**config.mk**
```make
export PLATFORM = sky130hd
export DESIGN_NAME = cpu_port_decode
export DESIGN_NICKNAME = d
export VERILOG_FILES = /design/src/verilog/wram_pkg.sv /design/src/verilog/cpu_port_decode.sv
export SDC_FILE = /design/constraint.sdc
export NUM_CORES = 1
export LEC_CHECK = 0
export ABC_CLOCK_PERIOD_IN_PS = 3700
export BUFFER_PORTS_ARGS = -buffer_cell sky130_fd_sc_hd__clkbuf_2
export CAP_MARGIN = 20
export CORE_MARGIN = 1.5
export CORE_UTILIZATION = 26
export DETAILED_ROUTE_END_ITERATION = 8
export GPL_TIMING_DRIVEN = 1
export MAX_ROUTING_LAYER = met4
export PLACE_DENSITY = 0.84
export SLEW_MARGIN = 10
export SYNTH_ARGS = -nofsm -noshare
export SYNTH_HDL_FRONTEND = slang
export SYNTH_SLANG_ARGS = --single-unit
export TNS_END_PERCENT = 30
```
**constraint.sdc**
```tcl
create_clock -name vclk -period 3.7
set_input_delay 0.925 -clock vclk [all_inputs]
set_output_delay 0.925 -clock vclk [all_outputs]
set_load 0.01 [all_outputs]
```
**src/verilog/wram_pkg.sv**
```systemverilog
/*
 * Shared types and constants for the NES / RISC-V work-RAM arbiter.
 * Imported by every module of the shared WRAM design.
 */
`default_nettype none

package wram_pkg;

    // Window geometry, fixed by the NES memory map
    localparam int WRAM_DEPTH   = 8192;
    localparam int WRAM_INDEX_W = 13;
    localparam int CPU_ADDR_W   = 22;
    localparam int RV_ADDR_W    = 23;

    typedef logic [WRAM_INDEX_W-1:0] wram_index_t;
    typedef logic [CPU_ADDR_W-1:0]   cpu_addr_t;
    typedef logic [RV_ADDR_W-1:0]    rv_addr_t;
    typedef logic [7:0]              byte_t;
    typedef logic [15:0]             rv_data_t;

    // Address of RAM index 0 as seen by each master
    localparam cpu_addr_t CPU_WRAM_BASE = 22'h00_6000;
    localparam rv_addr_t  RV_WRAM_BASE  = 23'h70_6000;

    // CPU or loader request
    typedef struct packed {
        logic      we;
        cpu_addr_t addr;
        byte_t     wdata;
    } cpu_req_t;

    // RV request, write half already selected
    typedef struct packed {
        logic     we;
        rv_addr_t addr;
        rv_data_t wdata;
        logic [1:0] ds;
    } rv_req_t;

    // Decoder verdict against the WRAM window
    typedef struct packed {
        logic        hit;
        logic        we;
        wram_index_t index;
    } wram_hit_t;

    typedef enum logic [1:0] {NONE = 2'd0, CPU = 2'd1, RV = 2'd2} read_owner_e;

endpackage

`default_nettype wire

```
**src/verilog/cpu_port_decode.sv**
```systemverilog
/*
 * CPU-side request decoder. Picks the loader or the CPU as the source
 * and checks the address against the 0x6000 WRAM window.
 */
`timescale 1ns/1ps
`default_nettype none

module cpu_port_decode
    import wram_pkg::*;
(
    input  wire       i_rom_loading,
    input  wire       i_loader_req_valid,
    input  cpu_req_t  i_loader_req,
    input  wire       i_cpu_req_valid,
    input  cpu_req_t  i_cpu_req,
    output logic      o_valid,
    output cpu_req_t  o_req,
    output wram_hit_t o_hit
);

    cpu_addr_t offset;
    logic      in_window;

    // Loader owns the bus while a ROM is being loaded
    always_comb begin
        if (i_rom_loading) begin
            o_valid  = i_loader_req_valid;
            o_req    = i_loader_req;
            // Loader traffic is write-only
            o_req.we = 1'b1;
        end else begin
            o_valid = i_cpu_req_valid;
            o_req   = i_cpu_req;
        end
    end

    assign offset = o_req.addr - CPU_WRAM_BASE;

    // Half-open window [base, base + depth)
    assign in_window = (o_req.addr >= CPU_WRAM_BASE)
                    && (offset < cpu_addr_t'(WRAM_DEPTH));

    always_comb begin
        o_hit.hit   = o_valid && in_window;
        o_hit.we    = o_req.we;
        o_hit.index = offset[WRAM_INDEX_W-1:0];
    end

endmodule

`default_nettype wire

```
==> results of run 1 <==
==> per-layer routing <==
layer	global-route usage, %	vias to the layer above	routed length (µm)
li1	-	400	-
met1	21.4	345	941
met2	31.8	57	1090
met3	2.76	0	251
met4	0	0	0
met5	-	-	0
==> logic make-up after synthesis <==
family                   Yosys count  share of synthesized area, %
multiplexers                      30                          60.8
buffers and inverters             19                          24.2
AND/OR/NAND/NOR                    9                          9.17
AO/OA/AOI/OAI                      2                          2.01
XOR/XNOR                           1                          1.57
adder cells (fa/ha/maj)            1                          2.24
==> power breakdown <==
group / switching (µW) / leakage, µW / internal (µW) / total, µW
clock network: 0 / 0 / 0 / 0
registers: 0 / 0 / 0 / 0
logic: 65.9 / 0.000629 / 76.8 / 143
==> worst max-delay path by stage <==
| stage | slack (ps) | depth (start not counted) | startpoint | to |
|---|---|---|---|---|
| floorplan | 220 | 7 | i_rom_loading | o_hit[14] |
| global route | 80 | 6 | i_rom_loading | o_hit[14] |
| detailed placement | 160 | 6 | i_rom_loading | o_hit[14] |
| CTS | 150 | 6 | i_rom_loading | o_hit[14] |
| finish | 170 | 6 | i_rom_loading | o_hit[14] |
| global placement | 190 | 6 | i_rom_loading | o_hit[14] |
==> per-stage QoR <==
stage          worst slack, ps  instance area [µm²]  hold slack, ps
2_1_floorplan              220                  559            1960
3_5_place_dp               155                 1030            2140
5_1_grt                   83.6                 1030            2160
3_3_place_gp               188                 1030            2140
4_1_cts                    148                 1030            2140
6_report                   168                 1030            2140
==> area by class of cell <==
| class | instances | area share, % |
|---|---|---|
| Tap cell | 27 | 3.27 |
| Timing Repair Buffer | 113 | 55.3 |
| Multi-Input combinational cell | 43 | 41.1 |
| Inverter | 1 | 0.364 |
==> cells in the mapped netlist <==
cell,instances,share of area (%)
buf_2,3,2.7
buf_4,14,19
ha_1,1,2.2
mux2_4,1,2.7
a21oi_1,1,0.89
or2_2,1,1.1
nand2b_1,1,1.1
nand2_1,2,1.3
mux2i_1,1,1.8
inv_1,1,0.67
mux2_2,28,56
nor3_1,3,2.7
nor4b_1,1,1.6
a31oi_1,1,1.1
xor2_1,1,1.6
or4_1,1,1.3
buf_6,1,2.0
==> cell usage in the layout (no fill, tap or decap), drive strengths merged <==
cell,count
nor3,3
a21oi,1
clkbuf,111
mux2i,1
a31oi,1
ha,1
xor2,1
nand2,2
nor4b,1
mux2,29
nand2b,1
buf,2
inv,1
or2,1
or4,1
==> results.json, run 1 <==
{
  "status": "finished, final reports clean",
  "fillers": 194,
  "crit_buf_inv": 2,
  "port_buffers": 111,
  "multi_input_area_um2": 424,
  "layout-drive-gt1-share_pct": 91.1,
  "critical-path-slowest-cell": "or4_1",
  "core_um2": 2000,
  "synthCells": 62,
  "cts_resized": 0,
  "worst_pin_slew_ps": 265,
  "drt_first_pass_iters": 4,
  "p_total_uw": 143,
  "drcViolationCount": 0,
  "synth_area_um2": 559,
  "design.seq.count": 0,
  "register_area_um2": 0,
  "die_x_um": 49.4,
  "grt_usage_pct": 17.4,
  "fin_nets": 225,
  "crit_family": "simple AND/OR/NAND/NOR gates",
  "crit_path_max_incr_delay_ps": 510,
  "layout.cells.non_filler": 184,
  "syn_avg_cell_area_um2": 9.02,
  "relSlewSlack_pct": 81.9,
  "grt_pass1_vias": 709,
  "timing.fmax_mhz": 283,
  "dpl.hpwl_um": 2090,
  "crit_fanout": 7,
  "path_class": "primary input to output pin",
  "ir_worst_vdd_mv": 0.0691,
  "viasPerCell": 4.36,
  "fp.dieH_um": 49.4,
  "cp.required_ps": 2770,
  "min_from": "i_cpu_req[30]",
  "rsz0062_at_grt": "no",
  "startpoint_type": "primary input",
  "antenna_found_initial": 0,
  "critPathArrivalTime_ps": 2610,
  "nClkBuffers": 0,
  "drtIter0Drc": 12,
  "end_kind": "output pin",
  "hp-class": "primary input to output pin",
  "diodes": 0,
  "finalCritPeriodShare_pct": 95.5,
  "ys_warn_count": 0,
  "gp_routability_congestion": 0.850,
  "wire_per_inst_um": 12.4,
  "grt_max_degree": 26,
  "leakagePower_uw": 0.000629,
  "ys_types": 17,
  "rows": 16,
  "yosysSeqAreaShare_pct": 0,
  "areaGrowthSynthToFinish_pct": 84.6,
  "initial_core_util_pct": 27.9,
  "min_to": "o_hit[13]",
  "cts_setup_buffers": 0,
  "maxCapViolations": 0,
  "grt_pass1_wl_um": 3410,
  "via_count": 802,
  "period_needed_ps": 3530,
  "holdBufCountCts": 0,
  "io_pins": 112,
  "fin_util_pct": 51.6,
  "placedCellCount": 184,
  "postRouteWirelength_um": 2280,
  "finalMaxSlewViolations": 0,
  "die_area_um2": 2440,
  "cp_cell_sequence": "clkbuf_2 > mux2_2 > ha_1 > or4_1 > nor3_1 > clkbuf_2",
  "cellPowerDensity_nw_per_um2": 138,
  "tns_ps": 0,
  "min_path_cells": 3,
  "grt_overflow": 0,
  "ant_nets": 0,
  "critPathMostFrequentCell": "clkbuf_2",
  "final-hold-violation-count": 0,
  "setup-violations-final": 0,
  "syn-num-nets": 128
}
No activity file was read; power rests on OpenSTA's default activity.
==> inputs of run 2 (changes only) <==
Settings changed: ABC_AREA set to 1, CORE_UTILIZATION 26 to 29, TNS_END_PERCENT 30 to 10.
==> results.json, run 2 <==
{
  "layout_setup_ws_ps": 347,
  "ys_types": 15,
  "design.seq.count": 0,
  "yosysSeqAreaShare_pct": 0,
  "initial_core_util_pct": 30.6,
  "grt_usage_pct": 15.7,
  "hold_ws_ps": 2130,
  "startpoint_type": "primary input",
  "fin_nets": 309,
  "fin_util_pct": 51.1,
  "p_sw_uw": 80.3,
  "rows": 17,
  "via_count": 1113,
  "min_from": "i_cpu_req[3]",
  "grt_max_degree": 24,
  "nClkBuffers": 0,
  "synthTopCellsByArea": "nand2_1, buf_4, inv_1",
  "gp_routability_congestion": 0.776,
  "status": "finished, final reports clean",
  "finalCritPeriodShare_pct": 90.6,
  "grt_overflow": 0,
  "place_ws_ps": 328,
  "holdBufCountCts": 0,
  "synth_area_leader_cell": "nand2_1",
  "finalMaxSlewViolations": 0,
  "rsz0062_at_grt": "no",
  "syn_avg_cell_area_um2": 4.49,
  "grt_pass1_vias": 858,
  "ant_nets": 0,
  "relSlewSlack_pct": 80.0,
  "synthTopCellsByCount": "nand2_1, buf_4, inv_1, nor2_1, buf_2",
  "register_area_um2": 0,
  "antenna_found_initial": 0,
  "hp-class": "primary input to output pin",
  "crit_fanout": 16,
  "worst_pin_slew_ps": 300,
  "cellPowerDensity_nw_per_um2": 133,
  "fp.dieH_um": 51.0,
  "synth_most_common_cell": "nand2_1",
  "cp.required_ps": 2770,
  "pwr-share-clk_pct": 0,
  "wire_per_inst_um": 8.22,
  "period_needed_ps": 3350,
  "viasPerCell": 4.14,
  "layout-drive-gt1-share_pct": 49.4,
  "port_buffers": 111,
  "synthCells": 149,
  "dpl.hpwl_um": 1950,
  "critPathArrivalTime_ps": 2430,
  "setup-violations-final": 0,
  "ir_worst_vdd_mv": 0.0603,
  "areaGrowthSynthToFinish_pct": 67.3,
  "postRouteWirelength_um": 2210,
  "synth_top_area_share_pct": 52.1,
  "cts_setup_buffers": 0,
  "p_seq_share_pct": 0,
  "tns_ps": 0,
  "grt_pass1_wl_um": 3330,
  "end_kind": "output pin",
  "fillers": 250,
  "layout_common_cells": "clkbuf_2, nand2_1, inv_1, nor2_1",
  "maxCapViolations": 0,
  "timing.fmax_mhz": 298,
  "io_pins": 112,
  "final_common_cell": "clkbuf_2",
  "die_x_um": 51.0,
  "final-hold-violation-count": 0,
  "p_total_uw": 149,
  "syn-num-nets": 215,
  "ys_warn_count": 0,
  "synth_area_um2": 669,
  "drt_first_pass_iters": 4,
  "cts_resized": 0,
  "switching_share_pct": 54.0,
  "pwr-share-comb_pct": 100.0,
  "diodes": 0,
  "cp-startpoint": "i_rom_loading",
  "leakagePower_uw": 0.000853,
  "path_class": "primary input to output pin",
  "drcViolationCount": 0,
  "core_um2": 2190,
  "drtIter0Drc": 12,
  "p_int_uw": 68.4,
  "multi_input_area_um2": 459,
  "die_area_um2": 2610
}
-- run 2: worst paths after layout --
path	end	depth (start not counted)	slack (ps)
worst max-delay path	o_hit[14]	12	350
worst min-delay path	o_req[3]	4	2130
-- run 2: area by class of cell --
cell class         instances  area share [%]
multi-input cells        114            41.0
well taps                 28            3.13
inverters                 14            4.92
repair buffers           113            50.9
-- run 2: metrics by stage --
step / cells / cell area, µm²
after global routing: 269 / 1120
after global placement: 269 / 1120
final: 269 / 1120
after detailed placement: 269 / 1120
after CTS: 269 / 1120
after floorplan: 149 / 669
-- run 2: power groups by stage --
stage / combinational [µW] / clock (µW) / sequential, µW
after floorplan: 93.0 / 0 / 0
after global placement: 148 / 0 / 0
after detailed placement: 150 / 0 / 0
after CTS: 151 / 0 / 0
after global routing: 167 / 0 / 0
final: 149 / 0 / 0
-- run 2: kinds of logic after synthesis --
| kind of cell | Yosys count | synth area share (%) |
|---|---|---|
| AOI/OAI and AO/OA | 4 | 2.99 |
| adders and majority gates | 1 | 1.87 |
| buffers and inverters | 35 | 31.4 |
| and+or+nand+nor | 109 | 63.7 |
-- run 2: critical path: stages --
cell	delay, ps
clkbuf_2	220
inv_4	210
nand2_1	70
nand2_1	120
inv_1	70
ha_1	280
nor2_2	100
nand2_1	50
nor2_1	90
nand3_1	80
nor2_1	80
clkbuf_2	140
-- run 2: per-layer routing --
| layer | up-vias | part of all wire, % | track usage, % |
|---|---|---|---|
| met3 | 0 | 9.8 | 1.46 |
| met2 | 55 | 51 | 32.3 |
| li1 | 607 | - | - |
| met1 | 451 | 39 | 16.3 |
| met5 | - | 0 | - |
| met4 | 0 | 0 | 1.35 |
