<file path="config.mk">
export PLATFORM = sky130hd
export DESIGN_NAME = wram_return_mux
export DESIGN_NICKNAME = d
export VERILOG_FILES = /design/src/verilog/wram_pkg.sv /design/src/verilog/wram_return_mux.sv
export SDC_FILE = /design/constraint.sdc
export NUM_CORES = 1
export LEC_CHECK = 0
export BUFFER_PORTS_ARGS = -buffer_cell sky130_fd_sc_hd__buf_4
export CORE_ASPECT_RATIO = 0.7
export CORE_MARGIN = 2
export CORE_UTILIZATION = 41
export CTS_BUF_LIST = sky130_fd_sc_hd__clkbuf_4
export CTS_CLUSTER_SIZE = 30
export DETAILED_ROUTE_END_ITERATION = 6
export GPL_ROUTABILITY_DRIVEN = 0
export GPL_TIMING_DRIVEN = 0
export HOLD_SLACK_MARGIN = 0.1
export PLACE_DENSITY = 0.83
export SETUP_SLACK_MARGIN = 0.5
export SLEW_MARGIN = 20
export SYNTH_ARGS = -nofsm -noshare
export SYNTH_HDL_FRONTEND = slang
export SYNTH_SLANG_ARGS = --single-unit
</file>
<file path="constraint.sdc">
create_clock -name i_clk -period 1.1 [get_ports i_clk]
set_clock_uncertainty 0.15 [all_clocks]
set_input_delay 0.055 -clock i_clk [delete_from_list [all_inputs] [get_ports i_clk]]
set_output_delay 0.055 -clock i_clk [all_outputs]
set_load 0.01 [all_outputs]
</file>
<file path="src/verilog/wram_pkg.sv">
/*
 * Shared types and constants for the NES / RISC-V work-RAM arbiter.
 * Imported by every module of the shared WRAM design.
 */
`default_nettype none

package wram_pkg;

    // Window geometry, fixed by the NES memory map
    localparam int WRAM_DEPTH   = 8192;
    localparam int WRAM_INDEX_W = 13;
    localparam int CPU_ADDR_W   = 22;
    localparam int RV_ADDR_W    = 23;

    typedef logic [WRAM_INDEX_W-1:0] wram_index_t;
    typedef logic [CPU_ADDR_W-1:0]   cpu_addr_t;
    typedef logic [RV_ADDR_W-1:0]    rv_addr_t;
    typedef logic [7:0]              byte_t;
    typedef logic [15:0]             rv_data_t;

    // Address of RAM index 0 as seen by each master
    localparam cpu_addr_t CPU_WRAM_BASE = 22'h00_6000;
    localparam rv_addr_t  RV_WRAM_BASE  = 23'h70_6000;

    // CPU or loader request
    typedef struct packed {
        logic      we;
        cpu_addr_t addr;
        byte_t     wdata;
    } cpu_req_t;

    // RV request, write half already selected
    typedef struct packed {
        logic     we;
        rv_addr_t addr;
        rv_data_t wdata;
        logic [1:0] ds;
    } rv_req_t;

    // Decoder verdict against the WRAM window
    typedef struct packed {
        logic        hit;
        logic        we;
        wram_index_t index;
    } wram_hit_t;

    typedef enum logic [1:0] {NONE = 2'd0, CPU = 2'd1, RV = 2'd2} read_owner_e;

endpackage

`default_nettype wire

</file>
<file path="src/verilog/wram_return_mux.sv">
/*
 * Read return path. Routes RAM data by owner tag, otherwise passes the
 * SDRAM replies through, all behind one output register stage.
 */
`timescale 1ns/1ps
`default_nettype none

module wram_return_mux
    import wram_pkg::*;
(
    input  wire         i_clk,
    input  wire         i_resetn,
    input  read_owner_e i_read_owner,
    input  byte_t       i_ram_rdata,
    input  wire         i_cpu_ext_rvalid,
    input  byte_t       i_cpu_ext_rdata,
    input  wire         i_rv_ext_rvalid,
    input  rv_data_t    i_rv_ext_rdata,
    output logic        o_cpu_rvalid,
    output byte_t       o_cpu_rdata,
    output logic        o_rv_rvalid,
    output rv_data_t    o_rv_rdata
);

    logic ram_to_cpu;
    logic ram_to_rv;

    assign ram_to_cpu = (i_read_owner == CPU);
    assign ram_to_rv  = (i_read_owner == RV);

    // RAM return takes precedence if both land together
    always_ff @(posedge i_clk) begin
        if (!i_resetn) begin
            o_cpu_rvalid <= 1'b0;
            o_cpu_rdata  <= '0;
        end else begin
            o_cpu_rvalid <= ram_to_cpu || i_cpu_ext_rvalid;
            o_cpu_rdata  <= ram_to_cpu ? i_ram_rdata : i_cpu_ext_rdata;
        end
    end

    always_ff @(posedge i_clk) begin
        if (!i_resetn) begin
            o_rv_rvalid <= 1'b0;
            o_rv_rdata  <= '0;
        end else begin
            o_rv_rvalid <= ram_to_rv || i_rv_ext_rvalid;
            // WRAM byte comes back zero-extended
            o_rv_rdata  <= ram_to_rv ? {8'h00, i_ram_rdata} : i_rv_ext_rdata;
        end
    end

endmodule

`default_nettype wire
</file>
==> impl_metrics.yaml, run 1 <==
outcome:
  status: "finished, violations left"
  violations: "hold timing"
die:
  initial_core_util: 0.4297
  die_area_um2: 2640
  io_pins: 64
  fp.coreArea_um2: 2137
  die_w_um: 60.57
  num_rows: 14
  die_y_um: 43.60
cells_and_area:
  stdcell_area_um2: 1708
  nFillCells: 142
  nets: 194
  final_common_cell: "buf_4"
  drive_gt1_frac: 0.7032
  syn2layout_area_growth_pct: 85.97
  diodes: 0
  final_cell_mix: "35 x buf_4, 31 x buf_6, 26 x dfxtp_2"
clock_tree:
  cts_buffer_depth: 2
  cts_tree: "built"
  cts_inserted_buffers: 3
  root_buffer: "clkbuf_4"
  cts-htree-levels: 1
  clk_pin_slew_ns: 0.13
  cts.sinks: 26
timing:
  max_freq_mhz: 1010
  setup_viol: 0
  fin_tns_setup_ns: 0
  drv_slew: 0
  hold_viol: 26
  post-route-min-period_ns: 0.9904
  whs_ns: -0.1917
  worst_slew_pin_slew_ns: 0.1696
  rsz0062_at_grt: "true"
  relSlewSlack: 0.8837
  post-route-period-util: 0.9004
place:
  port_buffers: 62
  postPlaceCellArea_um2: 1465
  dp_hpwl_um: 1797
power:
  pwr-share-comb: 0.240
  cellLeakagePower_uw: 0.0008915
  switchingPower_uw: 471.6
  swShare: 0.2455
  internal_power_uw: 1449
  seqPwrFrac: 0.545
  powerDensity_nw_per_um2: 1125
  ir_worst_vdd_uv: 713.3
  clockPowerShare: 0.215
  finalPower_uw: 1921
worst_setup_path:
  cp-start-kind: "flop"
  cp_slowest_cell: "dfxtp_2"
  worst_ep_required_time_ns: 0.89
  crit_path_start: "o_rv_rdata[8]"
  critPathCaptureType: "output pin"
  path_class: "flop to output pin"
  cp.arrival_ns: 0.79
  crit_family: "flip-flops"
  path_buf_inv: 1
  slowest_delay_ns: 0.35
  worstPathMaxFanout: 1
  worstPathCellList: "buf_6"
detailed_routing:
  vias: 871
  ant_nets: 0
  wl_per_cell_um: 14.57
  wirelength_um: 2724
  first_pass_iters: 4
  drtIter0Drc: 19
  drc: 0
  avgViaCountPerCell: 4.658
logic_synthesis:
  ys_types: 14
  synth.cell_area_um2: 918.4
  syn_inst: 87
  avgSynthCellArea_um2: 10.56
  yosysSeqAreaShare: 0.5668
  ys_ff_latch: 26
  syn-num-nets: 125
  yosys_warnings: 0
global_route:
  grt_pass1_vias: 861
  grt_util_all_layers: 0.2110
  antenna_found_initial: 0
  grt_pass1_wl_um: 3946
  grt_max_degree: 15
  grt-ovfl-total: 0
min_path:
  hold_class: "input pin to flop"
  worstHoldStart: "i_rv_ext_rdata[13]"
job:
  cap_violations: 0
==> registers in the layout (all words and copies together) (netlist names) <==
signal        cells
o_rv_rdata       16
o_cpu_rvalid      1
o_rv_rvalid       1
o_cpu_rdata       8
==> power by group through the flow <==
stage	clock, uW	sequential [uW]	combinational [uW]
final	414	1050	460
after CTS	420	1040	443
after global routing	457	1050	492
after detailed placement	0	1040	384
after global placement	0	1040	371
after floorplan	0	1080	129
==> timing repair <==
item | in CTS | in global routing
endpoints found under the hold margin | 26 | 26
gates cloned | 1 | 0
buffers inserted | 1 | 0
resized for setup | 45 | 19
endpoints found under the setup margin | 36 | 35
==> layer usage <==
layer	part of all wire	vias up	track usage
li1	-	416	-
met1	0.36	410	0.2346
met2	0.54	41	0.3677
met3	0.080	4	0.08657
met4	0.018	0	0.06522
met5	0	-	0
==> final cells by class <==
cell class / count / area [um2] / share of cell area
clock buffer: 3 / 22.52 / 0.01319
buffer: 7 / 93.84 / 0.05494
multi-input combinational: 52 / 377.9 / 0.2212
timing repair buffer: 64 / 609.3 / 0.3568
clock inverter: 1 / 3.754 / 0.002198
tap: 32 / 40.04 / 0.02344
sequential: 26 / 553.0 / 0.3238
inverter: 2 / 7.507 / 0.004396
==> cell usage after synthesis <==
library cell / count / area share
a21boi_0: 1 / 0.0082
a21boi_1: 1 / 0.0082
and3_1: 8 / 0.054
buf_2: 2 / 0.011
buf_4: 2 / 0.016
buf_6: 1 / 0.012
buf_8: 1 / 0.016
clkbuf_1: 1 / 0.0041
dfxtp_1: 26 / 0.57
inv_1: 2 / 0.0082
mux2i_1: 16 / 0.17
nand2_1: 24 / 0.098
nand2b_1: 1 / 0.0068
nand2b_4: 1 / 0.015
==> final timing paths <==
check	endpoint	slack, ns	cells past startpoint
setup / recovery	o_rv_rdata[8]	0.11	1
hold / removal	o_rv_rdata[13]	-0.19	2
==> cell families (layout without fill, tap and decap cells) <==
family,count (synthesis),count (layout),synth area share
AND/OR/NAND/NOR,34,34,0.1744
flip-flops,26,26,0.5668
multiplexers,16,16,0.1744
buffers and inverters,9,77,0.06811
AO/OA/AOI/OAI,2,2,0.01635
==> stage by stage <==
stage	hold WS, ns	setup WS [ns]	cells	util
after floorplan	0.03330	0.2633	87	-
after global routing	-0.2025	0.07424	187	0.7992
final	-0.1917	0.1096	187	0.7992
after detailed placement	0.1514	0.07981	181	0.6856
after global placement	0.1445	0.1045	181	0.6856
after CTS	-0.1977	0.1050	187	0.7752
Note: power is estimated with default switching activity, not from simulation.
==> inputs of run 2 (changes only) <==
CELL_PAD_IN_SITES_DETAIL_PLACEMENT = 1   (was unset)
CELL_PAD_IN_SITES_GLOBAL_PLACEMENT = 2   (was unset)
CORE_UTILIZATION = 23   (was 41)
PLACE_DENSITY = 0.84   (was 0.83)
==> impl_metrics.yaml, run 2 (same netlist as run 1, synthesis figures left out) <==
clock_tree:
  root_buffer: "clkbuf_4"
  cts.sinks: 26
  cts_buffer_depth: 2
  cts-htree-levels: 1
  cts_inserted_buffers: 3
  clk_pin_slew_ns: 0.14
  cts_tree: "built"
outcome:
  violations: "hold timing"
  status: "finished, violations left"
die:
  io_pins: 64
  fp.coreArea_um2: 3875
  die_y_um: 56.87
  num_rows: 19
  die_area_um2: 4523
  die_w_um: 79.53
  initial_core_util: 0.2370
cells_and_area:
  drive_gt1_frac: 0.6839
  final_cell_mix: "35 x buf_4, 32 x buf_6, 25 x dfxtp_2"
  diodes: 0
  nFillCells: 429
  final_common_cell: "buf_4"
  reg_top3: "o_rv_rdata (16), o_cpu_rdata (8)"
  nets: 194
  top_register: "o_rv_rdata"
  largest_reg_flops: 16
  syn2layout_area_growth_pct: 87.06
worst_setup_path:
  worstPathCellList: "buf_6"
  cp-start-kind: "flop"
  crit_family: "flip-flops"
  cp_slowest_cell: "dfxtp_2"
  cp.arrival_ns: 0.78
  worstPathMaxFanout: 1
  worst_ep_required_time_ns: 0.89
  path_buf_inv: 1
  slowest_delay_ns: 0.35
  critPathCaptureType: "output pin"
  path_class: "flop to output pin"
detailed_routing:
  vias: 847
  drtIter0Drc: 13
  avgViaCountPerCell: 4.092
  first_pass_iters: 2
  ant_nets: 0
  wirelength_um: 2917
  drc: 0
  wl_per_cell_um: 14.09
timing:
  drv_slew: 0
  relSlewSlack: 0.9017
  post-route-period-util: 0.8988
  max_freq_mhz: 1011
  worst_slew_pin_slew_ns: 0.1434
  fin_tns_setup_ns: 0
  rsz0062_at_grt: "true"
  post-route-min-period_ns: 0.9886
  hold_viol: 26
  whs_ns: -0.2074
  setup_viol: 0
global_route:
  grt_pass1_vias: 919
  antenna_found_initial: 0
  grt_util_all_layers: 0.1316
  grt_max_degree: 15
  grt_pass1_wl_um: 4464
  grt-ovfl-total: 0
power:
  cellLeakagePower_uw: 0.0008921
  powerDensity_nw_per_um2: 1117
  ir_worst_vdd_uv: 426.9
place:
  dp_hpwl_um: 2097
  port_buffers: 62
job:
  cap_violations: 0
min_path:
  hold_class: "input pin to flop"
## run 2: final cells by class
class                   count  area [um2]  area share
plain buffers               7       93.84     0.05462
multi-input cells          52       367.9      0.2141
repair buffers             64       605.6      0.3525
clock buffers               3       22.52     0.01311
clock inverters             1       3.754    0.002185
well taps                  52       65.06     0.03787
inverters                   2       7.507    0.004370
flip-flops and latches     26       551.8      0.3212
## run 2: what timing repair did
item | in CTS | in global routing
gates cloned | 1 | 0
gates resized for setup | 49 | 11
pin swaps | 0 | 0
endpoints found under the hold margin | 26 | 26
setup endpoints to repair | 35 | 33
setup buffers | 1 | 0
## run 2: worst paths after layout
path / from / to / depth (start not counted)
worst min-delay path: i_cpu_ext_rvalid / o_cpu_rvalid / 3
worst max-delay path: o_cpu_rdata[5] / o_cpu_rdata[5] / 1
## run 2: metal layers
layer / global-route usage / vias up / routed length [um]
met5: 0 / - / 0
met4: 0.03695 / 0 / 27
met3: 0.03055 / 2 / 169
met2: 0.2449 / 31 / 1625
met1: 0.1486 / 396 / 1095
li1: - / 418 / -
## run 2: through the flow
| stage | total power, uW | instances | util | setup WS, ns | cell area (um2) |
|---|---|---|---|---|---|
| after global placement | 1421 | 201 | 0.3846 | 0.09729 | 1490 |
| after detailed placement | 1434 | 201 | 0.3846 | 0.08801 | 1490 |
| after CTS | 1930 | 207 | 0.4353 | 0.1007 | 1687 |
| after floorplan | 1205 | 87 | - | 0.2633 | 959.7 |
| final | 1919 | 207 | 0.4433 | 0.1114 | 1718 |
| after global routing | 2015 | 207 | 0.4433 | 0.06338 | 1718 |
## run 2: report_power, final
part	leakage, uW	internal, uW	total, uW	switching [uW]
clock network	0.0000154	133	420	287
logic	0.000653	294	455	161
registers	0.000223	1020	1050	28.3
total	0.000892	1440	1920	475
