### src/verilog/wram_pkg.sv
/*
 * Shared types and constants for the NES / RISC-V work-RAM arbiter.
 * Imported by every module of the shared WRAM design.
 */
`default_nettype none

package wram_pkg;

    // Window geometry, fixed by the NES memory map
    localparam int WRAM_DEPTH   = 8192;
    localparam int WRAM_INDEX_W = 13;
    localparam int CPU_ADDR_W   = 22;
    localparam int RV_ADDR_W    = 23;

    typedef logic [WRAM_INDEX_W-1:0] wram_index_t;
    typedef logic [CPU_ADDR_W-1:0]   cpu_addr_t;
    typedef logic [RV_ADDR_W-1:0]    rv_addr_t;
    typedef logic [7:0]              byte_t;
    typedef logic [15:0]             rv_data_t;

    // Address of RAM index 0 as seen by each master
    localparam cpu_addr_t CPU_WRAM_BASE = 22'h00_6000;
    localparam rv_addr_t  RV_WRAM_BASE  = 23'h70_6000;

    // CPU or loader request
    typedef struct packed {
        logic      we;
        cpu_addr_t addr;
        byte_t     wdata;
    } cpu_req_t;

    // RV request, write half already selected
    typedef struct packed {
        logic     we;
        rv_addr_t addr;
        rv_data_t wdata;
        logic [1:0] ds;
    } rv_req_t;

    // Decoder verdict against the WRAM window
    typedef struct packed {
        logic        hit;
        logic        we;
        wram_index_t index;
    } wram_hit_t;

    typedef enum logic [1:0] {NONE = 2'd0, CPU = 2'd1, RV = 2'd2} read_owner_e;

endpackage

`default_nettype wire

### src/verilog/wram_arbiter_ctrl.sv
/*
 * Per-cycle WRAM grant between CPU and RV, SDRAM forwarding of writes and
 * losing reads, and the owner tag of each granted RAM read.
 */
`timescale 1ns/1ps
`default_nettype none

module wram_arbiter_ctrl
    import wram_pkg::*;
(
    input  wire         i_clk,
    input  wire         i_resetn,
    input  wire         i_wram_load_ongoing,
    input  wire         i_cpu_valid,
    input  cpu_req_t    i_cpu_req,
    input  wram_hit_t   i_cpu_hit,
    input  wire         i_rv_valid,
    input  rv_req_t     i_rv_req,
    input  wram_hit_t   i_rv_hit,
    output logic        o_ram_we,
    output logic        o_ram_re,
    output wram_index_t o_ram_index,
    output byte_t       o_ram_wdata,
    output logic        o_cpu_ext_valid,
    output cpu_req_t    o_cpu_ext_req,
    output logic        o_rv_ext_valid,
    output rv_req_t     o_rv_ext_req,
    output read_owner_e o_read_owner
);

    logic        grant_cpu;
    logic        grant_rv;
    read_owner_e next_owner;

    // RV only beats the CPU while a save-file load is running
    assign grant_rv  = i_rv_hit.hit && (!i_cpu_hit.hit || i_wram_load_ongoing);
    assign grant_cpu = i_cpu_hit.hit && !grant_rv;

    always_comb begin
        o_ram_we    = 1'b0;
        o_ram_re    = 1'b0;
        o_ram_index = i_cpu_hit.index;
        o_ram_wdata = i_cpu_req.wdata;
        if (grant_cpu) begin
            o_ram_we = i_cpu_hit.we;
            o_ram_re = !i_cpu_hit.we;
        end else if (grant_rv) begin
            o_ram_we    = i_rv_hit.we;
            o_ram_re    = !i_rv_hit.we;
            o_ram_index = i_rv_hit.index;
            // WRAM is byte-wide, keep the low byte of the half
            o_ram_wdata = i_rv_req.wdata[7:0];
        end
    end

    // Writes always reach SDRAM, reads only when the RAM was not granted
    assign o_cpu_ext_valid = i_cpu_valid && (i_cpu_req.we || !grant_cpu);
    assign o_cpu_ext_req   = i_cpu_req;
    assign o_rv_ext_valid  = i_rv_valid && (i_rv_req.we || !grant_rv);
    assign o_rv_ext_req    = i_rv_req;

    always_comb begin
        if (grant_cpu && !i_cpu_hit.we) begin
            next_owner = CPU;
        end else if (grant_rv && !i_rv_hit.we) begin
            next_owner = RV;
        end else begin
            next_owner = NONE;
        end
    end

    // Tag lines up with the registered RAM read data
    always_ff @(posedge i_clk) begin
        if (!i_resetn) begin
            o_read_owner <= NONE;
        end else begin
            o_read_owner <= next_owner;
        end
    end

endmodule

`default_nettype wire

### config.mk
export PLATFORM = sky130hd
export DESIGN_NAME = wram_arbiter_ctrl
export DESIGN_NICKNAME = d
export VERILOG_FILES = /design/src/verilog/wram_pkg.sv /design/src/verilog/wram_arbiter_ctrl.sv
export SDC_FILE = /design/constraint.sdc
export NUM_CORES = 1
export LEC_CHECK = 0
export ABC_AREA = 1
export BUFFER_PORTS_ARGS = -buffer_cell sky130_fd_sc_hd__buf_2
export CAP_MARGIN = 20
export CORE_AREA = 4 4 79 81
export CTS_CLUSTER_DIAMETER = 200
export DETAILED_ROUTE_END_ITERATION = 10
export DIE_AREA = 0 0 83 85
export PLACE_DENSITY = 0.74
export SETUP_SLACK_MARGIN = 0.3
export SLEW_MARGIN = 40
export SYNTH_ARGS = -nofsm -noshare
export SYNTH_HDL_FRONTEND = slang
export SYNTH_SLANG_ARGS = --single-unit
### constraint.sdc
create_clock -name i_clk -period 1.35 [get_ports i_clk]
set_clock_uncertainty 0.2 [all_clocks]
set_input_delay 0.0675 -clock i_clk [delete_from_list [all_inputs] [get_ports i_clk]]
set_output_delay 0.0675 -clock i_clk [all_outputs]
set_load 0.005 [all_outputs]
==> flow_summary.ini, run 1 <==
[global_route]
grt_pass1_wl_um = 6310
grt_usage = 0.107
antenna_found_initial = 0
grt_start_max_net_pins = 22
grt_pass1_vias = 1299
overflow = 0

[timing]
fin_crit_sh = 0.750
rsz0062_at_grt = yes
setup_violations = 0
slew_headroom = 0.899
final_max_slew_viol_count = 0
fin_hold_ws_ps = -62.9
tightest_slew_ps = 151
fin_setup_tns_ps = 0
layout_min_cycle_time_ps = 1010
hold_violations = 1
fmax_mhz = 987

[cells_and_area]
diodes = 0
nNetsFinal = 362
largestRegisters = o_read_owner: 2 flops
largest_register_ffs = 2
final_cell_area_sq_mm = 0.00180
drive_gt1_frac = 0.452
synthToLayoutAreaGrowth_pct = 78.1
top_register = o_read_owner
layout.cells.non_filler = 324

[critical_path]
path_depth = 7
slowest_stage = clkbuf_16
crit_arrival_ps = 750
crit_required_ps = 1080
cp.buffers_inverters = 4
crit_chain = buf_8, inv_6, nand2_8, clkbuf_16, nand3_1, nand2_1, buf_2
critPathKind = input pin to output pin
path_max_fanout = 6
cpLargestDelayFamily = buffers and inverters
cpPeakStageDelay_ps = 170
end_kind = output pin
cp-start-kind = input pin

[yosys]
synth_cells = 167
synth_edf_count = 0
yosys.area.top_type = buf_4
postSynthAreaPerCell_sq_um = 6.05
ys_seq_area_frac = 0.0396
ys.flop_type = dfxtp_1
ys_ff_latch = 2
ys_warn_count = 0
synthTopCellsByArea = buf_4 (56%), nand2_1 (17%), nand3_1 (11%), dfxtp_1 (4.0%), inv_1 (2.6%)
async_reset_ff_frac = 0
syn_nets = 275
yosysMostFrequentCell = buf_4
synth_cell_types = 14
yosysTopAreaCellShare = 0.564
yosys-top-cells-count = buf_4 (76), nand2_1 (47), nand3_1 (23)
netlist_area_sq_mm = 0.00101

[power]
p_leak_nw = 1.02
seq_power_share = 0.075
power.internal_uw = 564
p_switching_uw = 271
ir_drop_v = 0.000359
combinationalPowerShare = 0.644
swShare = 0.325
power.density_mw_per_mm2 = 464
pwr-share-clk = 0.281

[drt]
wirelength_um = 4830
dr_wl_met2_um = 2790
wl_per_cell_um = 14.9
met3_length_um = 647
detail_route.vias_per_cell = 4.08
postRouteAntennaNets = 0
drt-pass1-iter-count = 4
drtIter0Drc = 19
vias = 1321
drt-met1-wl_um = 1320
highest_layer = met4
remaining_drc_errors = 0

[placed_design]
numPortBuffers = 97
place.gp.congestion = 0.808
dpl.hpwl_um = 2840
placedCellCount = 260
dpl-instance-area_sq_mm = 0.00101

[outcome]
violations = hold timing
status = finished with violations

[floorplanning]
die_area_sq_mm = 0.00706
start_util = 0.185
die_w_um = 83
rows = 27
ioPinCount = 208
placeableCoreArea_sq_mm = 0.00547
die-height_um = 85

[clock_tree]
clkTransAtPathRegs_ps = 30
clk_path_buf_depth = 2
clock_sinks = 2
cts_root_buffer = clkbuf_8
cts_tree = built
holdBufCountCts = 56
htree_num_levels = 1
numCtsBuffers = 3

[run]
maxCapViolCount = 0

[min_path]
hold_depth = 4
hold_class = input pin to flip-flop
[worst paths after layout]
path	start	to	slack (ps)
worst min-delay path	i_cpu_hit[13]	o_read_owner[0]$_SDFF_PN0_	-60
worst max-delay path	i_wram_load_ongoing	o_ram_wdata[7]	340
[cell usage in the layout (no fill, tap or decap)]
master	Yosys	routed
buf_2	2	94
dlygate4sd3_1	0	56
nand2_1	47	47
nand3_1	23	22
inv_1	7	7
clkbuf_8	0	3
clkbuf_16	0	3
buf_4	76	3
nand2_8	0	2
nor2_1	2	2
buf_6	2	2
buf_8	0	2
dfxtp_1	2	2
buf_12	0	2
inv_6	0	1
a21oi_4	0	1
a21oi_1	1	1
nand3_2	0	1
nand3b_1	1	1
[logic make-up (layout without fill, tap and decap cells)]
| kind of cell | Yosys count | count (layout) | share of synthesized area |
|---|---|---|---|
| simple gates | 75 | 75 | 0.321 |
| compound gates | 2 | 2 | 0.0136 |
| buf+inv | 88 | 173 | 0.626 |
| flops | 2 | 2 | 0.0396 |
[per-stage QoR]
stage / total power, mW / worst slack [ps] / utilization
2_1_floorplan: 0.365 / 556 / -
3_3_place_gp: 0.373 / 154 / 0.185
3_5_place_dp: 0.378 / 148 / 0.185
4_1_cts: 0.788 / 290 / 0.302
5_1_grt: 0.893 / 291 / 0.329
6_report: 0.835 / 337 / 0.329
[per-layer routing]
metal / vias up / GRT usage
li1: 617 / -
met1: 561 / 0.0853
met2: 135 / 0.228
met3: 8 / 0.0515
met4: 0 / 0.0253
met5: - / 0
[repair_timing]
action                                  CTS  global route
setup buffers                             0             2
hold endpoints to repair                 57             1
pin swaps                                 0             4
gates resized for setup                   7            17
endpoints found under the setup margin   23            25
gates cloned                              0             3
[power groups by stage]
| stage | Sequential (mW) | Combinational, mW | Clock [mW] |
|---|---|---|---|
| floorplan | 0.0634 | 0.301 | 0 |
| global placement | 0.0629 | 0.310 | 0 |
| detailed placement | 0.0630 | 0.315 | 0 |
| CTS | 0.0623 | 0.486 | 0.239 |
| global route | 0.0623 | 0.587 | 0.244 |
| finish | 0.0623 | 0.538 | 0.235 |
[worst min-delay path, stage by stage]
cell     delay [ps]
buf_2            90
inv_1            40
nand2_1          60
nor2_1           40
[area by class of cell]
type / count / area (sq um)
sequential: 2 / 40.0
inverter: 8 / 35.0
clock buffer: 3 / 41.3
timing repair buffer: 162 / 1220
fill: 562 / 3670
multi-input combinational: 77 / 373
tap: 72 / 90.1
Note: power is estimated with default switching activity, not from simulation.
==> run 2: changes to the inputs <==
Settings changed: ABC_AREA 1 to 0.
Clock period 1.35 ns to 0.94 ns, I/O delays scaled along.
==> run 2 against run 1 <==
Against the previous run:
- the flow finishes with violations (hold timing, setup timing)
- worst setup slack lost 620 ps
- combinational power grew 17%
- first-iteration DRC count shrank 68%
- sequential power grew 43%
- critical path depth shrank 2
- wire length shrank 46%
- global-route usage shrank 4.0 points
- synthesized area shrank 1.4%
- cell area shrank 28%
- utilization shrank 9.1 points
- cell count shrank 34%
- non-clock buffer count shrank 59
==> flow_summary.ini, run 2 <==
[yosys]
netlist_area_sq_um = 997
synth_cells = 110
ys_ff_latch = 2
yosys-top-cells-count = buf_4 (73), mux2_4 (16), mux2_2 (5)
yosys.area.top_type = buf_4
synthTopCellsByArea = buf_4 (55%), mux2_4 (24%), mux2_2 (5.6%), dfxtp_1 (4.0%), buf_12 (2.0%)
ys_warn_count = 0
synth_cell_types = 15
synth_edf_count = 0
postSynthAreaPerCell_sq_um = 9.07
syn_nets = 218
async_reset_ff_frac = 0
ys_seq_area_frac = 0.0402
ys.flop_type = dfxtp_1
yosysMostFrequentCell = buf_4
yosysTopAreaCellShare = 0.550

[min_path]
hold_class = input pin to flip-flop

[cells_and_area]
diodes = 0
final_cell_area_sq_mm = 0.00130
final_cell_mix = buf_2 (74), buf_6 (23), mux2_4 (21)
seq_area_sq_um = 40.0
drive_gt1_frac = 0.957
multi_input_area_sq_um = 410
nNetsFinal = 251
synthToLayoutAreaGrowth_pct = 30.5
fill_cells = 608
top_register = o_read_owner
largestRegisters = o_read_owner: 2 flops
largest_register_ffs = 2
layout_commonest_cell = buf_2

[timing]
layout_min_cycle_time_ps = 1220
rsz0062_at_grt = yes
slew_headroom = 0.871
fmax_mhz = 820
setup_violations = 24
final_max_slew_viol_count = 0
layout_setup_ws_ps = -280
tightest_slew_ps = 192
fin_crit_sh = 1.30
fin_hold_ws_ps = -159
hold_violations = 57

[drt]
wl_per_cell_um = 12.2
postRouteAntennaNets = 0
detail_route.vias_per_cell = 3.64
vias = 775
drtIter0Drc = 6
remaining_drc_errors = 0
wirelength_um = 2600
drt-pass1-iter-count = 2

[critical_path]
cp-start-kind = input pin
cpPeakStageDelay_ps = 310
crit_arrival_ps = 970
crit_required_ps = 690
path_max_fanout = 12
end_kind = output pin
slowest_stage = mux2_4
critPathLaunch = i_wram_load_ongoing
endpoint = o_ram_index[4]
critPathKind = input pin to output pin
crit_chain = buf_8, o21ai_4, buf_12, mux2_4, buf_6

[floorplanning]
ioPinCount = 208
start_util = 0.182
placeableCoreArea_sq_mm = 0.00547
die_w_um = 83
rows = 27
die_area_sq_mm = 0.00706
die-height_um = 85

[clock_tree]
clock_sinks = 2
htree_num_levels = 1
cts_tree = built
clk_path_buf_depth = 2
clkTransAtPathRegs_ps = 30
cts_root_buffer = clkbuf_8
numCtsBuffers = 3

[run]
maxCapViolCount = 0

[global_route]
grt_pass1_vias = 865
grt_pass1_wl_um = 4040
grt_start_max_net_pins = 13
overflow = 0
grt_usage = 0.0667
antenna_found_initial = 0

[placed_design]
dpl.hpwl_um = 2170
dpl-instance-area_sq_mm = 0.00104
numPortBuffers = 97
place.gp.congestion = 0.728

[outcome]
status = finished with violations
violations = hold timing, setup timing

[power]
ir_drop_v = 0.000662
p_leak_nw = 0.730
power.density_mw_per_mm2 = 818
run 2: kinds of logic after synthesis:
group / synth area share
flops: 0.0402
compound gates: 0.0427
simple gates: 0.0276
buf+inv: 0.592
mux: 0.297
run 2: final cells by class:
class                           count  share of cell area
Tap cell                           72              0.0692
Multi-Input combinational cell     31               0.315
Clock buffer                        3              0.0317
Timing Repair Buffer              103               0.543
Sequential cell                     2              0.0308
Inverter                            2             0.00962
run 2: repair_timing:
item                                   CTS  global route
endpoints found under the hold margin   57            57
buffers inserted                         3             0
resized for setup                       31             8
setup endpoints to repair               28            29
pin swaps                                3             0
run 2: stage by stage:
| stage | setup WS (ps) | instances | total power, mW | setup TNS, ps | util |
|---|---|---|---|---|---|
| global route | -304 | 213 | 1.12 | -6590 | 0.238 |
| CTS | -297 | 213 | 1.05 | -6210 | 0.230 |
| detailed placement | -334 | 207 | 0.579 | -6960 | 0.190 |
| finish | -280 | 213 | 1.06 | -6010 | 0.238 |
| global placement | -318 | 207 | 0.570 | -6650 | 0.190 |
| floorplan | -87.1 | 110 | 0.550 | -1390 | - |
run 2: layer usage:
layer	GRT usage	up-vias	share of wire
met3	0.0330	6	0.15
met2	0.121	80	0.53
li1	-	345	-
met1	0.0630	344	0.31
met4	0.0312	0	0.011
met5	0	-	0
run 2: power by group:
| part | leakage (nW) | total, mW | internal (mW) | switching (mW) |
|---|---|---|---|---|
| clock | 0.0216 | 0.343 | 0.271 | 0.0721 |
| sequential | 0.0164 | 0.0894 | 0.0888 | 0.000608 |
| combinational | 0.692 | 0.632 | 0.421 | 0.211 |
| total | 0.730 | 1.06 | 0.781 | 0.284 |
run 2: worst min path at each step:
stage / start / end / slack [ps] / cells after the start
after floorplan: i_cpu_hit[13] / o_read_owner[0]$_SDFF_PN0_ / -80 / 1
after global placement: i_cpu_req[21] / o_cpu_ext_req[21] / -110 / 0
after detailed placement: i_cpu_req[21] / o_cpu_ext_req[21] / -110 / 0
after CTS: i_rv_hit[13] / o_read_owner[1]$_SDFF_PP0_ / -170 / 2
after global routing: i_rv_hit[13] / o_read_owner[1]$_SDFF_PP0_ / -150 / 2
final: i_cpu_hit[13] / o_read_owner[0]$_SDFF_PN0_ / -160 / 2
run 2: critical path: cells and delay by family:
kind                   cells  cell delay (ps)
buffers and inverters      3              400
muxes                      1              310
AOI/OAI and AO/OA          1              200
