## config.mk

```make
export PLATFORM = sky130hd
export DESIGN_NAME = rv_port_decode
export DESIGN_NICKNAME = d
export VERILOG_FILES = /design/src/verilog/wram_pkg.sv /design/src/verilog/rv_port_decode.sv
export SDC_FILE = /design/constraint.sdc
export NUM_CORES = 1
export LEC_CHECK = 0
export BUFFER_PORTS_ARGS = -buffer_cell sky130_fd_sc_hd__buf_2
export CORE_ASPECT_RATIO = 1.25
export CORE_UTILIZATION = 26
export DETAILED_ROUTE_END_ITERATION = 16
export PLACE_DENSITY = 0.85
export SETUP_SLACK_MARGIN = 0.2
export SLEW_MARGIN = 20
export SYNTH_ARGS = -nofsm -noshare
export SYNTH_HDL_FRONTEND = slang
export SYNTH_SLANG_ARGS = --single-unit
```

## constraint.sdc

```tcl
create_clock -name vclk -period 1.1
set_input_delay 0.11 -clock vclk [all_inputs]
set_output_delay 0.11 -clock vclk [all_outputs]
set_load 0.03 [all_outputs]
```

## src/verilog/wram_pkg.sv

```systemverilog
/*
 * Shared types and constants for the NES / RISC-V work-RAM arbiter.
 * Imported by every module of the shared WRAM design.
 */
`default_nettype none

package wram_pkg;

    // Window geometry, fixed by the NES memory map
    localparam int WRAM_DEPTH   = 8192;
    localparam int WRAM_INDEX_W = 13;
    localparam int CPU_ADDR_W   = 22;
    localparam int RV_ADDR_W    = 23;

    typedef logic [WRAM_INDEX_W-1:0] wram_index_t;
    typedef logic [CPU_ADDR_W-1:0]   cpu_addr_t;
    typedef logic [RV_ADDR_W-1:0]    rv_addr_t;
    typedef logic [7:0]              byte_t;
    typedef logic [15:0]             rv_data_t;

    // Address of RAM index 0 as seen by each master
    localparam cpu_addr_t CPU_WRAM_BASE = 22'h00_6000;
    localparam rv_addr_t  RV_WRAM_BASE  = 23'h70_6000;

    // CPU or loader request
    typedef struct packed {
        logic      we;
        cpu_addr_t addr;
        byte_t     wdata;
    } cpu_req_t;

    // RV request, write half already selected
    typedef struct packed {
        logic     we;
        rv_addr_t addr;
        rv_data_t wdata;
        logic [1:0] ds;
    } rv_req_t;

    // Decoder verdict against the WRAM window
    typedef struct packed {
        logic        hit;
        logic        we;
        wram_index_t index;
    } wram_hit_t;

    typedef enum logic [1:0] {NONE = 2'd0, CPU = 2'd1, RV = 2'd2} read_owner_e;

endpackage

`default_nettype wire

```

## src/verilog/rv_port_decode.sv

```systemverilog
/*
 * RISC-V side request decoder. Selects the 16-bit write half from the
 * 32-bit bus and checks the byte address against the RV WRAM window.
 */
`timescale 1ns/1ps
`default_nettype none

module rv_port_decode
    import wram_pkg::*;
(
    input  wire        i_rv_req,
    input  rv_addr_t   i_rv_addr,
    input  wire        i_rv_word,
    input  wire [31:0] i_rv_wdata,
    input  wire [3:0]  i_rv_wstrb,
    input  wire [1:0]  i_rv_ds,
    output logic       o_valid,
    output rv_req_t    o_req,
    output wram_hit_t  o_hit
);

    rv_addr_t offset;
    rv_data_t wr_half;
    logic     is_write;
    logic     in_window;

    // Any strobe bit set means a write
    assign is_write = |i_rv_wstrb;

    // Word select picks the upper or lower half of the bus
    assign wr_half = i_rv_word ? i_rv_wdata[31:16] : i_rv_wdata[15:0];

    assign offset = i_rv_addr - RV_WRAM_BASE;

    assign in_window = (i_rv_addr >= RV_WRAM_BASE)
                    && (offset < rv_addr_t'(WRAM_DEPTH));

    assign o_valid = i_rv_req;

    always_comb begin
        o_req.we    = is_write;
        o_req.addr  = i_rv_addr;
        o_req.wdata = wr_half;
        o_req.ds    = i_rv_ds;
    end

    always_comb begin
        o_hit.hit   = i_rv_req && in_window;
        o_hit.we    = is_write;
        o_hit.index = offset[WRAM_INDEX_W-1:0];
    end

endmodule

`default_nettype wire

```

==> results by group, run 1 <==
Setup path
  – Crit path max fanout: 2
  – Kind of critical path: in -> out
  – CP required: between 900 and 1000 ps
  – Crit end category: primary output
  – CP arrival: 910 ps
  – CP startpoint kind: input pin

Cells and area
  – Share of layout cells above drive strength 1: a little over nine tenths
  – Final Net Count: around 170
  – Clock buffers: 0
  – Core occupancy in the finished layout: 42.2%
  – Diode count: 0
  – P&R area growth vs syn: 54.7%
  – Most frequent cells in the layout: buf_2 (57), buf_6 (19), mux2_4 (16)
  – Seq cells: 0
  – Register area: 0 um2
  – Most common cell after layout, fill and taps aside: buf_2

Logic synthesis
  – Ys Warns: 0
  – Post-Synthesis Cells: between 60 and 70
  – Library cells used by synthesis: 9
  – Post-synthesis sequential area ratio: 0%
  – Post-Syn Nets: about 130
  – Syn_area_per_cell: 9.33 um2
  – Synthesized cell area: roughly 600 um2

Route
  – DRT met1 WL: just under 700 um
  – Metal2 WL: ~1100 um
  – DRC Markers: 0
  – Routed WL per cell: approximately 17 um
  – DR vias: 564
  – DRT antenna net count: 0
  – DR pass1 iterations: 2
  – Vias/cell: between 4 and 5
  – Highest routed layer: met4
  – Post-Route WL: 2270 um
  – Routed wl met3: 453 um
  – Initial DRC Count: 5

Global route
  – Initial antenna violation count: 0
  – Vias in the first global route: approximately 590
  – Largest net degree at the start of global routing: 9
  – Congestion Overflow GR: 0
  – First-pass GRT wire length: roughly 2800 um
  – Total GRT Usage: ~16%

Placement
  – Routability congestion estimate: just under 0.7
  – HPWL after detailed placement: 1710 um
  – I/O Buffers: just under 80

Pwr
  – PwrDens: 565 mW/mm2
  – Leakage Power: 0.523 nW
  – VDD IR max: 0.198 mV

CTS
  – Hold-fix buffers, CTS: 0

STA
  – Pins Over Slew Limit: 0
  – Setup TNS: 0 ps
  – Final-report hold violation count: 0
  – Period utilization: 92.8%
  – Fmax: ~0.98 GHz
  – Least-Margin Pin Slew: around 180 ps
  – Final Setup Violations: 0
  – RSZ-0062 raised after global routing: true
  – Rel. slew slack: roughly 88%
  – Final Critical Period: 1020 ps

Floorplanning
  – Core area: about 0.0022 mm2
  – Die height: 55.6 um
  – Initial core utilization: a little over a quarter
  – Row Count: 19
  – Die ar.: 0.00249 mm2
  – Die outline width: 44.9 um
  – Top Ports: 121

Hold path
  – Endpoint, Worst Hold: o_hit[1]
  – Hold path startpoint: i_rv_addr[1]
  – Hold depth: 0
  – Hold WC Path Type: in -> out

Run
  – Max-capacitance violation count: 0

Run status
  – Outcome: completed
==> worst max-delay path, stage by stage <==
cell and delay [ps]:
buf_6 90, or4_4 550, buf_6 160
==> cells in the mapped netlist <==
master	instances	area share, %
buf_4	41	52
mux2_4	10	25
mux2_2	6	11
nand4bb_1	2	3.8
buf_12	1	3.4
buf_6	1	1.9
nand2_1	1	0.63
nor4_1	1	1.0
or4_1	1	1.3
==> through the flow <==
step / power, mW / setup slack (ps) / std cells / hold WS [ps] / instance area (um2)
2_1_floorplan: 0.475 / 170 / 64 / 267 / 623
3_3_place_gp: 0.408 / 69.1 / 131 / 220 / 726
3_5_place_dp: 0.408 / 56.9 / 131 / 220 / 726
4_1_cts: 0.490 / 88.8 / 132 / 220 / 878
5_1_grt: 0.542 / 75.6 / 132 / 220 / 923
6_report: 0.522 / 78.8 / 132 / 220 / 923
==> layer usage <==
metal,vias to the layer above,global-route usage [%]
li1,249,-
met1,236,11.4
met2,74,31.7
met3,5,10.5
met4,0,1.73
met5,-,0
==> logic make-up (layout without fill, tap and decap cells) <==
group	Yosys count	after routing	synth area share (%)
simple gates	5	5	6.71
mux	16	16	36.5
buf+inv	43	80	56.8
==> final cells by class <==
type	instances	area, um2
Fill cell	214	1260
Timing Repair Buffer	80	569
Multi-Input combinational cell	21	315
Tap cell	31	38.8
==> worst max path at each step <==
stage	depth (start not counted)	startpoint	endpoint	slack [ps]
final	3	i_rv_wstrb[2]	o_hit[13]	80
after global routing	3	i_rv_wstrb[2]	o_hit[13]	80
after CTS	3	i_rv_wstrb[2]	o_hit[13]	90
after detailed placement	4	i_rv_addr[16]	o_hit[14]	60
after global placement	3	i_rv_wstrb[1]	o_req[41]	70
after floorplan	2	i_rv_addr[16]	o_hit[14]	170
==> power by group <==
group	internal (mW)	switching, mW	total (mW)
Clock	0	0	0
Combinational	0.262	0.259	0.522
Sequential	0	0	0
==> what timing repair did <==
action                                  in CTS  in global routing
endpoints found under the setup margin      19                 19
gates resized for setup                     37                 12
cloned                                       1                  0
pin swaps                                    1                  0
setup buffers                                0                  0
Note: power is estimated with default switching activity, not from simulation.
==> inputs of run 2 (changes only) <==
--- a/config.mk
+++ b/config.mk
@@ -5,11 +5,13 @@
 export SDC_FILE = /design/constraint.sdc
 export NUM_CORES = 1
 export LEC_CHECK = 0
+export ABC_AREA = 1
 export BUFFER_PORTS_ARGS = -buffer_cell sky130_fd_sc_hd__buf_2
 export CORE_ASPECT_RATIO = 1.25
-export CORE_UTILIZATION = 26
+export CORE_UTILIZATION = 27
 export DETAILED_ROUTE_END_ITERATION = 16
-export PLACE_DENSITY = 0.85
+export GPL_TIMING_DRIVEN = 0
+export PLACE_DENSITY = 0.86
 export SETUP_SLACK_MARGIN = 0.2
 export SLEW_MARGIN = 20
 export SYNTH_ARGS = -nofsm -noshare
==> results by group, run 2 <==
Run status
  – Outcome: completed (unchanged)

Logic synthesis
  – Most common cell in the netlist: buf_4 (unchanged)
  – Post-Synthesis Cells: 109 (was 64)
  – Post-Syn Nets: 172 (was 127)
  – Synthesized cell area: 622 um2 (was 597 um2)
  – Post-synth top area share: 49.5% (was 51.6%)
  – Syn_area_per_cell: 5.71 um2 (was 9.33 um2)
  – Top post-synthesis cells by area: buf_4 (49%), nand2_1 (13%), inv_1 (13%), o21ai_0 (9.7%), o21ai_2 (5.6%) (was buf_4 (52%), mux2_4 (25%), mux2_2 (11%), nand4bb_1 (3.8%), buf_12 (3.4%))
  – Synth top cells by count: buf_4 (41), nand2_1 (22), inv_1 (21), o21ai_0 (12), nor2_1 (5) (was buf_4 (41), mux2_4 (10), mux2_2 (6), nand4bb_1 (2))
  – Library cells used by synthesis: 8 (was 9)
  – Post-synthesis sequential area ratio: 0% (unchanged)
  – Area leader, netlist: buf_4 (unchanged)
  – Ys Warns: 0 (unchanged)

Global route
  – Initial antenna violation count: 0 (unchanged)
  – Vias in the first global route: 774 (was 594)
  – Congestion Overflow GR: 0 (unchanged)
  – First-pass GRT wire length: 2820 um (was 2810 um)
  – Total GRT Usage: 14.0% (was 15.7%)
  – Largest net degree at the start of global routing: 11 (was 9)

Cells and area
  – Post-layout instance area: 0.00122 mm2 (was 923 um2)
  – Diode count: 0 (unchanged)
  – Final Instance Count excl. Fillers: 246 (was 132)
  – Clock buffers: 0 (unchanged)
  – P&R area growth vs syn: 95.6% (was 54.7%)
  – Seq cells: 0 (unchanged)
  – Multi-input logic area: 201 um2 (was 315 um2)
  – Share of layout cells above drive strength 1: 71.6% (was 98.0%)
  – Most frequent cells in the layout: buf_2 (96), buf_4 (50), nand2_1 (22), inv_1 (21) (was buf_2 (57), buf_6 (19), mux2_4 (16))
  – Layout fillers: 222 (was 214)
  – Register area: 0 um2 (unchanged)
  – Most common cell after layout, fill and taps aside: buf_2 (unchanged)
  – Final Net Count: 280 (was 166)

Floorplanning
  – Die outline width: 44.9 um (about the same)
  – Initial core utilization: 28.4% (was 27.3%)
  – Core area: 0.00219 mm2 (unchanged)
  – Top Ports: 121 (unchanged)
  – Die ar.: 0.00250 mm2 (was 0.00249 mm2)
  – Row Count: 19 (unchanged)
  – Die height: 55.7 um (was 55.6 um)

STA
  – Fmax: 1.15 GHz (was 0.979 GHz)
  – Final-report hold violation count: 0 (unchanged)
  – Rel. slew slack: 89.8% (was 87.9%)
  – Least-Margin Pin Slew: 152 ps (was 181 ps)
  – Setup TNS: 0 ps (unchanged)
  – RSZ-0062 raised after global routing: true (unchanged)
  – Period utilization: 79.2% (was 92.8%)
  – WHS: 469 ps (was 220 ps)
  – Final Setup Violations: 0 (unchanged)
  – Final Critical Period: 871 ps (was 1020 ps)
  – Pins Over Slew Limit: 0 (unchanged)

Route
  – Post-Route WL: 1970 um (was 2270 um)
  – Routed WL per cell: 8.02 um (was 17.2 um)
  – DRT antenna net count: 0 (unchanged)
  – Initial DRC Count: 12 (was 5)
  – DRC Markers: 0 (unchanged)
  – DR vias: 953 (was 564)
  – Vias/cell: 3.87 (was 4.27)
  – DR pass1 iterations: 6 (was 2)

Setup path
  – CP cell instances: buf_2 -> buf_6 -> o21ai_0 -> buf_2 (was buf_6 -> or4_4 -> buf_6)
  – Crit path max fanout: 10 (was 2)
  – CP startpoint kind: input pin (unchanged)
  – Crit end category: primary output (unchanged)
  – Cell mode on critical path: buf_2 (was buf_6)
  – CP arrival: 760 ps (was 910 ps)
  – CP required: 990 ps (about the same)
  – CP max stage cell: buf_2 (was or4_4)
  – Slowest cell delay on critical path: 220 ps (was 550 ps)
  – Kind of critical path: in -> out (unchanged)

Run
  – Max-capacitance violation count: 0 (unchanged)

Hold path
  – Hold WC Path Type: in -> out (unchanged)

Placement
  – HPWL after detailed placement: 1780 um (was 1710 um)
  – Routability congestion estimate: 0.737 (was 0.688)
  – Placed insts: 246 (was 131)
  – DP Area: 0.00119 mm2 (was 726 um2)
  – I/O Buffers: 106 (was 78)

Pwr
  – Total power: 669 uW (was 522 uW)
  – PwrDens: 550 mW/mm2 (was 565 mW/mm2)
  – VDD IR max: 0.346 mV (was 0.198 mV)
  – Leakage Power: 0.832 nW (was 0.523 nW)

CTS
  – Post-CTS Setup Bufs: 0 (unchanged)
-- run 2: worst paths after layout --
check                    start         to  slack [ps]  cells past startpoint
setup / recovery     i_rv_word   o_req[3]         230                      4
hold / removal    i_rv_addr[5]  o_req[23]         470                      2
-- run 2: logic make-up (layout without fill, tap and decap cells) --
kind of cell	count (synthesis)	in the layout	synth area share [%]
buffers and inverters	65	171	67.6
AND/OR/NAND/NOR	28	28	17.1
AO/OA/AOI/OAI	16	16	15.3
-- run 2: final cells by class --
cell class / count / area share, %
repair buffers: 106 / 45.7
well taps: 31 / 3.19
multi-input cells: 44 / 16.6
inverters: 21 / 6.48
plain buffers: 44 / 28.1
-- run 2: stage by stage --
stage	worst slack, ps	util [%]
finish	229	55.6
CTS	206	54.5
floorplan	59.5	-
global placement	212	54.5
detailed placement	205	54.5
global route	184	55.6
-- run 2: worst max-delay path, delay by kind of cell --
family | cells | cell delay, ps
buffers and inverters | 3 | 510
AO/OA/AOI/OAI | 1 | 150
-- run 2: what timing repair did --
action / CTS / global route
gates resized for setup: 0 / 14
hold buffers: 0 / 0
endpoints found under the setup margin: 0 / 10
-- run 2: power by group --
| group | switching (mW) | internal, mW | total, mW |
|---|---|---|---|
| logic | 0.385 | 0.283 | 0.669 |
| clock network | 0 | 0 | 0 |
| registers | 0 | 0 | 0 |
-- run 2: per-layer routing --
layer | global-route usage, % | vias up | wire length [um]
met4 | 0 | 0 | 0
met2 | 31.5 | 78 | 1080
met5 | 0 | - | 0
met1 | 12.6 | 379 | 613
li1 | - | 496 | -
met3 | 1.30 | 0 | 281
==> inputs of run 3 (changes only) <==
--- a/config.mk
+++ b/config.mk
@@ -8,10 +8,10 @@
 export ABC_AREA = 1
 export BUFFER_PORTS_ARGS = -buffer_cell sky130_fd_sc_hd__buf_2
 export CORE_ASPECT_RATIO = 1.25
-export CORE_UTILIZATION = 27
+export CORE_UTILIZATION = 24
 export DETAILED_ROUTE_END_ITERATION = 16
 export GPL_TIMING_DRIVEN = 0
-export PLACE_DENSITY = 0.86
+export PLACE_DENSITY = 0.81
 export SETUP_SLACK_MARGIN = 0.2
 export SLEW_MARGIN = 20
 export SYNTH_ARGS = -nofsm -noshare
==> constraint.sdc (replaced) <==
create_clock -name vclk -period 0.8
set_input_delay 0.08 -clock vclk [all_inputs]
set_output_delay 0.08 -clock vclk [all_outputs]
set_load 0.03 [all_outputs]
==> results by group, run 3 (synthesized netlist as in run 2, its figures left out) <==
Hold path
  – Hold depth: 2 (unchanged)
  – Hold WC Path Type: in -> out (unchanged)

Pwr
  – PwrDens: 723 mW/mm2 (was 550 mW/mm2)
  – Leakage Power: 1.01 nW (was 0.832 nW)
  – VDD IR max: 0.491 mV (was 0.346 mV)

Global route
  – Congestion Overflow GR: 0 (unchanged)
  – Largest net degree at the start of global routing: 9 (was 11)
  – First-pass GRT wire length: 3300 um (was 2820 um)
  – Initial antenna violation count: 0 (unchanged)
  – Vias in the first global route: 864 (was 774)
  – Total GRT Usage: 15.5% (was 14.0%)

Placement
  – HPWL after detailed placement: 1860 um (was 1780 um)
  – DP Area: 0.00127 mm2 (was 0.00119 mm2)
  – Routability congestion estimate: 0.687 (was 0.737)
  – I/O Buffers: 106 (unchanged)

Cells and area
  – Layout fillers: 216 (was 222)
  – Most common cell after layout, fill and taps aside: buf_2 (unchanged)
  – Most frequent cells in the layout: buf_2 (76), buf_4 (38), buf_6 (34), inv_1 (17), nand2_2 (15) (was buf_2 (96), buf_4 (50), nand2_1 (22), inv_1 (21))
  – Seq cells: 0 (unchanged)
  – Post-layout instance area: 0.00177 mm2 (was 0.00122 mm2)
  – Clock buffers: 0 (unchanged)
  – Register area: 0 um2 (unchanged)
  – Diode count: 0 (unchanged)
  – Share of layout cells above drive strength 1: 90.5% (was 71.6%)
  – P&R area growth vs syn: 184% (was 95.6%)
  – Final Net Count: 286 (was 280)

STA
  – Least-Margin Pin Slew: 165 ps (was 152 ps)
  – Final Setup Violations: 1 (was 0)
  – Setup ws final: -14.9 ps (was 229 ps)
  – RSZ-0062 raised after global routing: true (unchanged)
  – Fmax: roughly 1.2 GHz
  – Period utilization: 102%
  – Final Critical Period: roughly 800 ps
  – Pins Over Slew Limit: 0 (unchanged)
  – WHS: 410 ps (was 469 ps)
  – Rel. slew slack: 89.1% (was 89.8%)
  – Final-report hold violation count: 0 (unchanged)

Route
  – DR vias: 1044 (was 953)
  – Initial DRC Count: 3 (was 12)
  – Routed WL per cell: 10.8 um (was 8.02 um)
  – DR pass1 iterations: 4 (was 6)
  – DRT antenna net count: 0 (unchanged)
  – Post-Route WL: 2740 um (was 1970 um)
  – Vias/cell: 4.11 (was 3.87)
  – DRC Markers: 0 (unchanged)

Floorplanning
  – Core area: 0.00245 mm2 (was 0.00219 mm2)
  – Top Ports: 121 (unchanged)
  – Die outline width: 47.5 um (was 44.9 um)
  – Die height: 58.9 um (was 55.7 um)
  – Die ar.: 0.00280 mm2 (was 0.00250 mm2)
  – Initial core utilization: 25.4% (was 28.4%)
  – Row Count: 20 (was 19)

Run status
  – Outcome: finished with violations (was completed)
  – Failing checks: negative setup slack

Setup path
  – Kind of critical path: in -> out (unchanged)
  – CP startpoint kind: input pin (unchanged)
  – CP required: 720 ps (was 990 ps)
  – CP arrival: 730 ps (was 760 ps)
  – Crit path depth: 7 (was 4)
  – Crit path buf inv count: 3 (unchanged)
  – Slowest cell delay on critical path: 140 ps (was 220 ps)
  – CP cell instances: buf_6 -> inv_2 -> nand2_2 -> nor2_2 -> nand2_2 -> nor2_4 -> buf_6 (was buf_2 -> buf_6 -> o21ai_0 -> buf_2)
  – CP max stage cell: nor2_2 (was buf_2)
  – Crit path max-delay family: simple AND/OR/NAND/NOR gates (was buffers and inverters)
  – Crit end category: primary output (unchanged)
  – Crit path max fanout: 2 (was 10)

Run
  – Max-capacitance violation count: 0 (unchanged)

CTS
  – Hold-fix buffers, CTS: 0 (unchanged)
[run 3: per-layer routing]
layer / routed length, um / vias to the layer above / track usage (%)
li1: - / 509 / -
met1: 842 / 463 / 13.3
met2: 1590 / 72 / 35.2
met3: 299 / 0 / 2.45
met4: 0 / 0 / 0
met5: 0 / - / 0
[run 3: area by class of cell]
| type | count | area (um2) | area share [%] |
|---|---|---|---|
| buffer | 44 | 378 | 21.4 |
| multi-input combinational | 44 | 432 | 24.4 |
| inverter | 21 | 78.8 | 4.46 |
| timing repair buffer | 112 | 838 | 47.4 |
| tap | 33 | 41.3 | 2.34 |
[run 3: stage by stage]
stage               setup WS, ps  std cells  setup TNS [ps]  power, mW  util (%)
global route               -59.3        254           -59.3       1.35      72.1
global placement           -44.9        248            -341      0.945      51.7
detailed placement         -59.1        248            -415      0.955      51.7
floorplan                   59.8        109               0      0.667         -
CTS                         59.4        253               0       1.16      64.2
finish                     -14.9        254           -14.9       1.28      72.1
[run 3: repair_timing]
action,in CTS,in global routing
setup buffers,2,1
setup endpoints to repair,19,20
resized for setup,71,46
gates cloned,3,0
pin swaps,20,4
[run 3: worst paths after layout]
check / start / to / slack (ps)
hold / removal: i_rv_addr[0] / o_hit[0] / 410
setup / recovery: i_rv_addr[19] / o_hit[14] / -10
[run 3: power by group]
group | internal, mW | switching, mW
Sequential | 0 | 0
Combinational | 0.611 | 0.667
Clock | 0 | 0
Total | 0.611 | 0.667
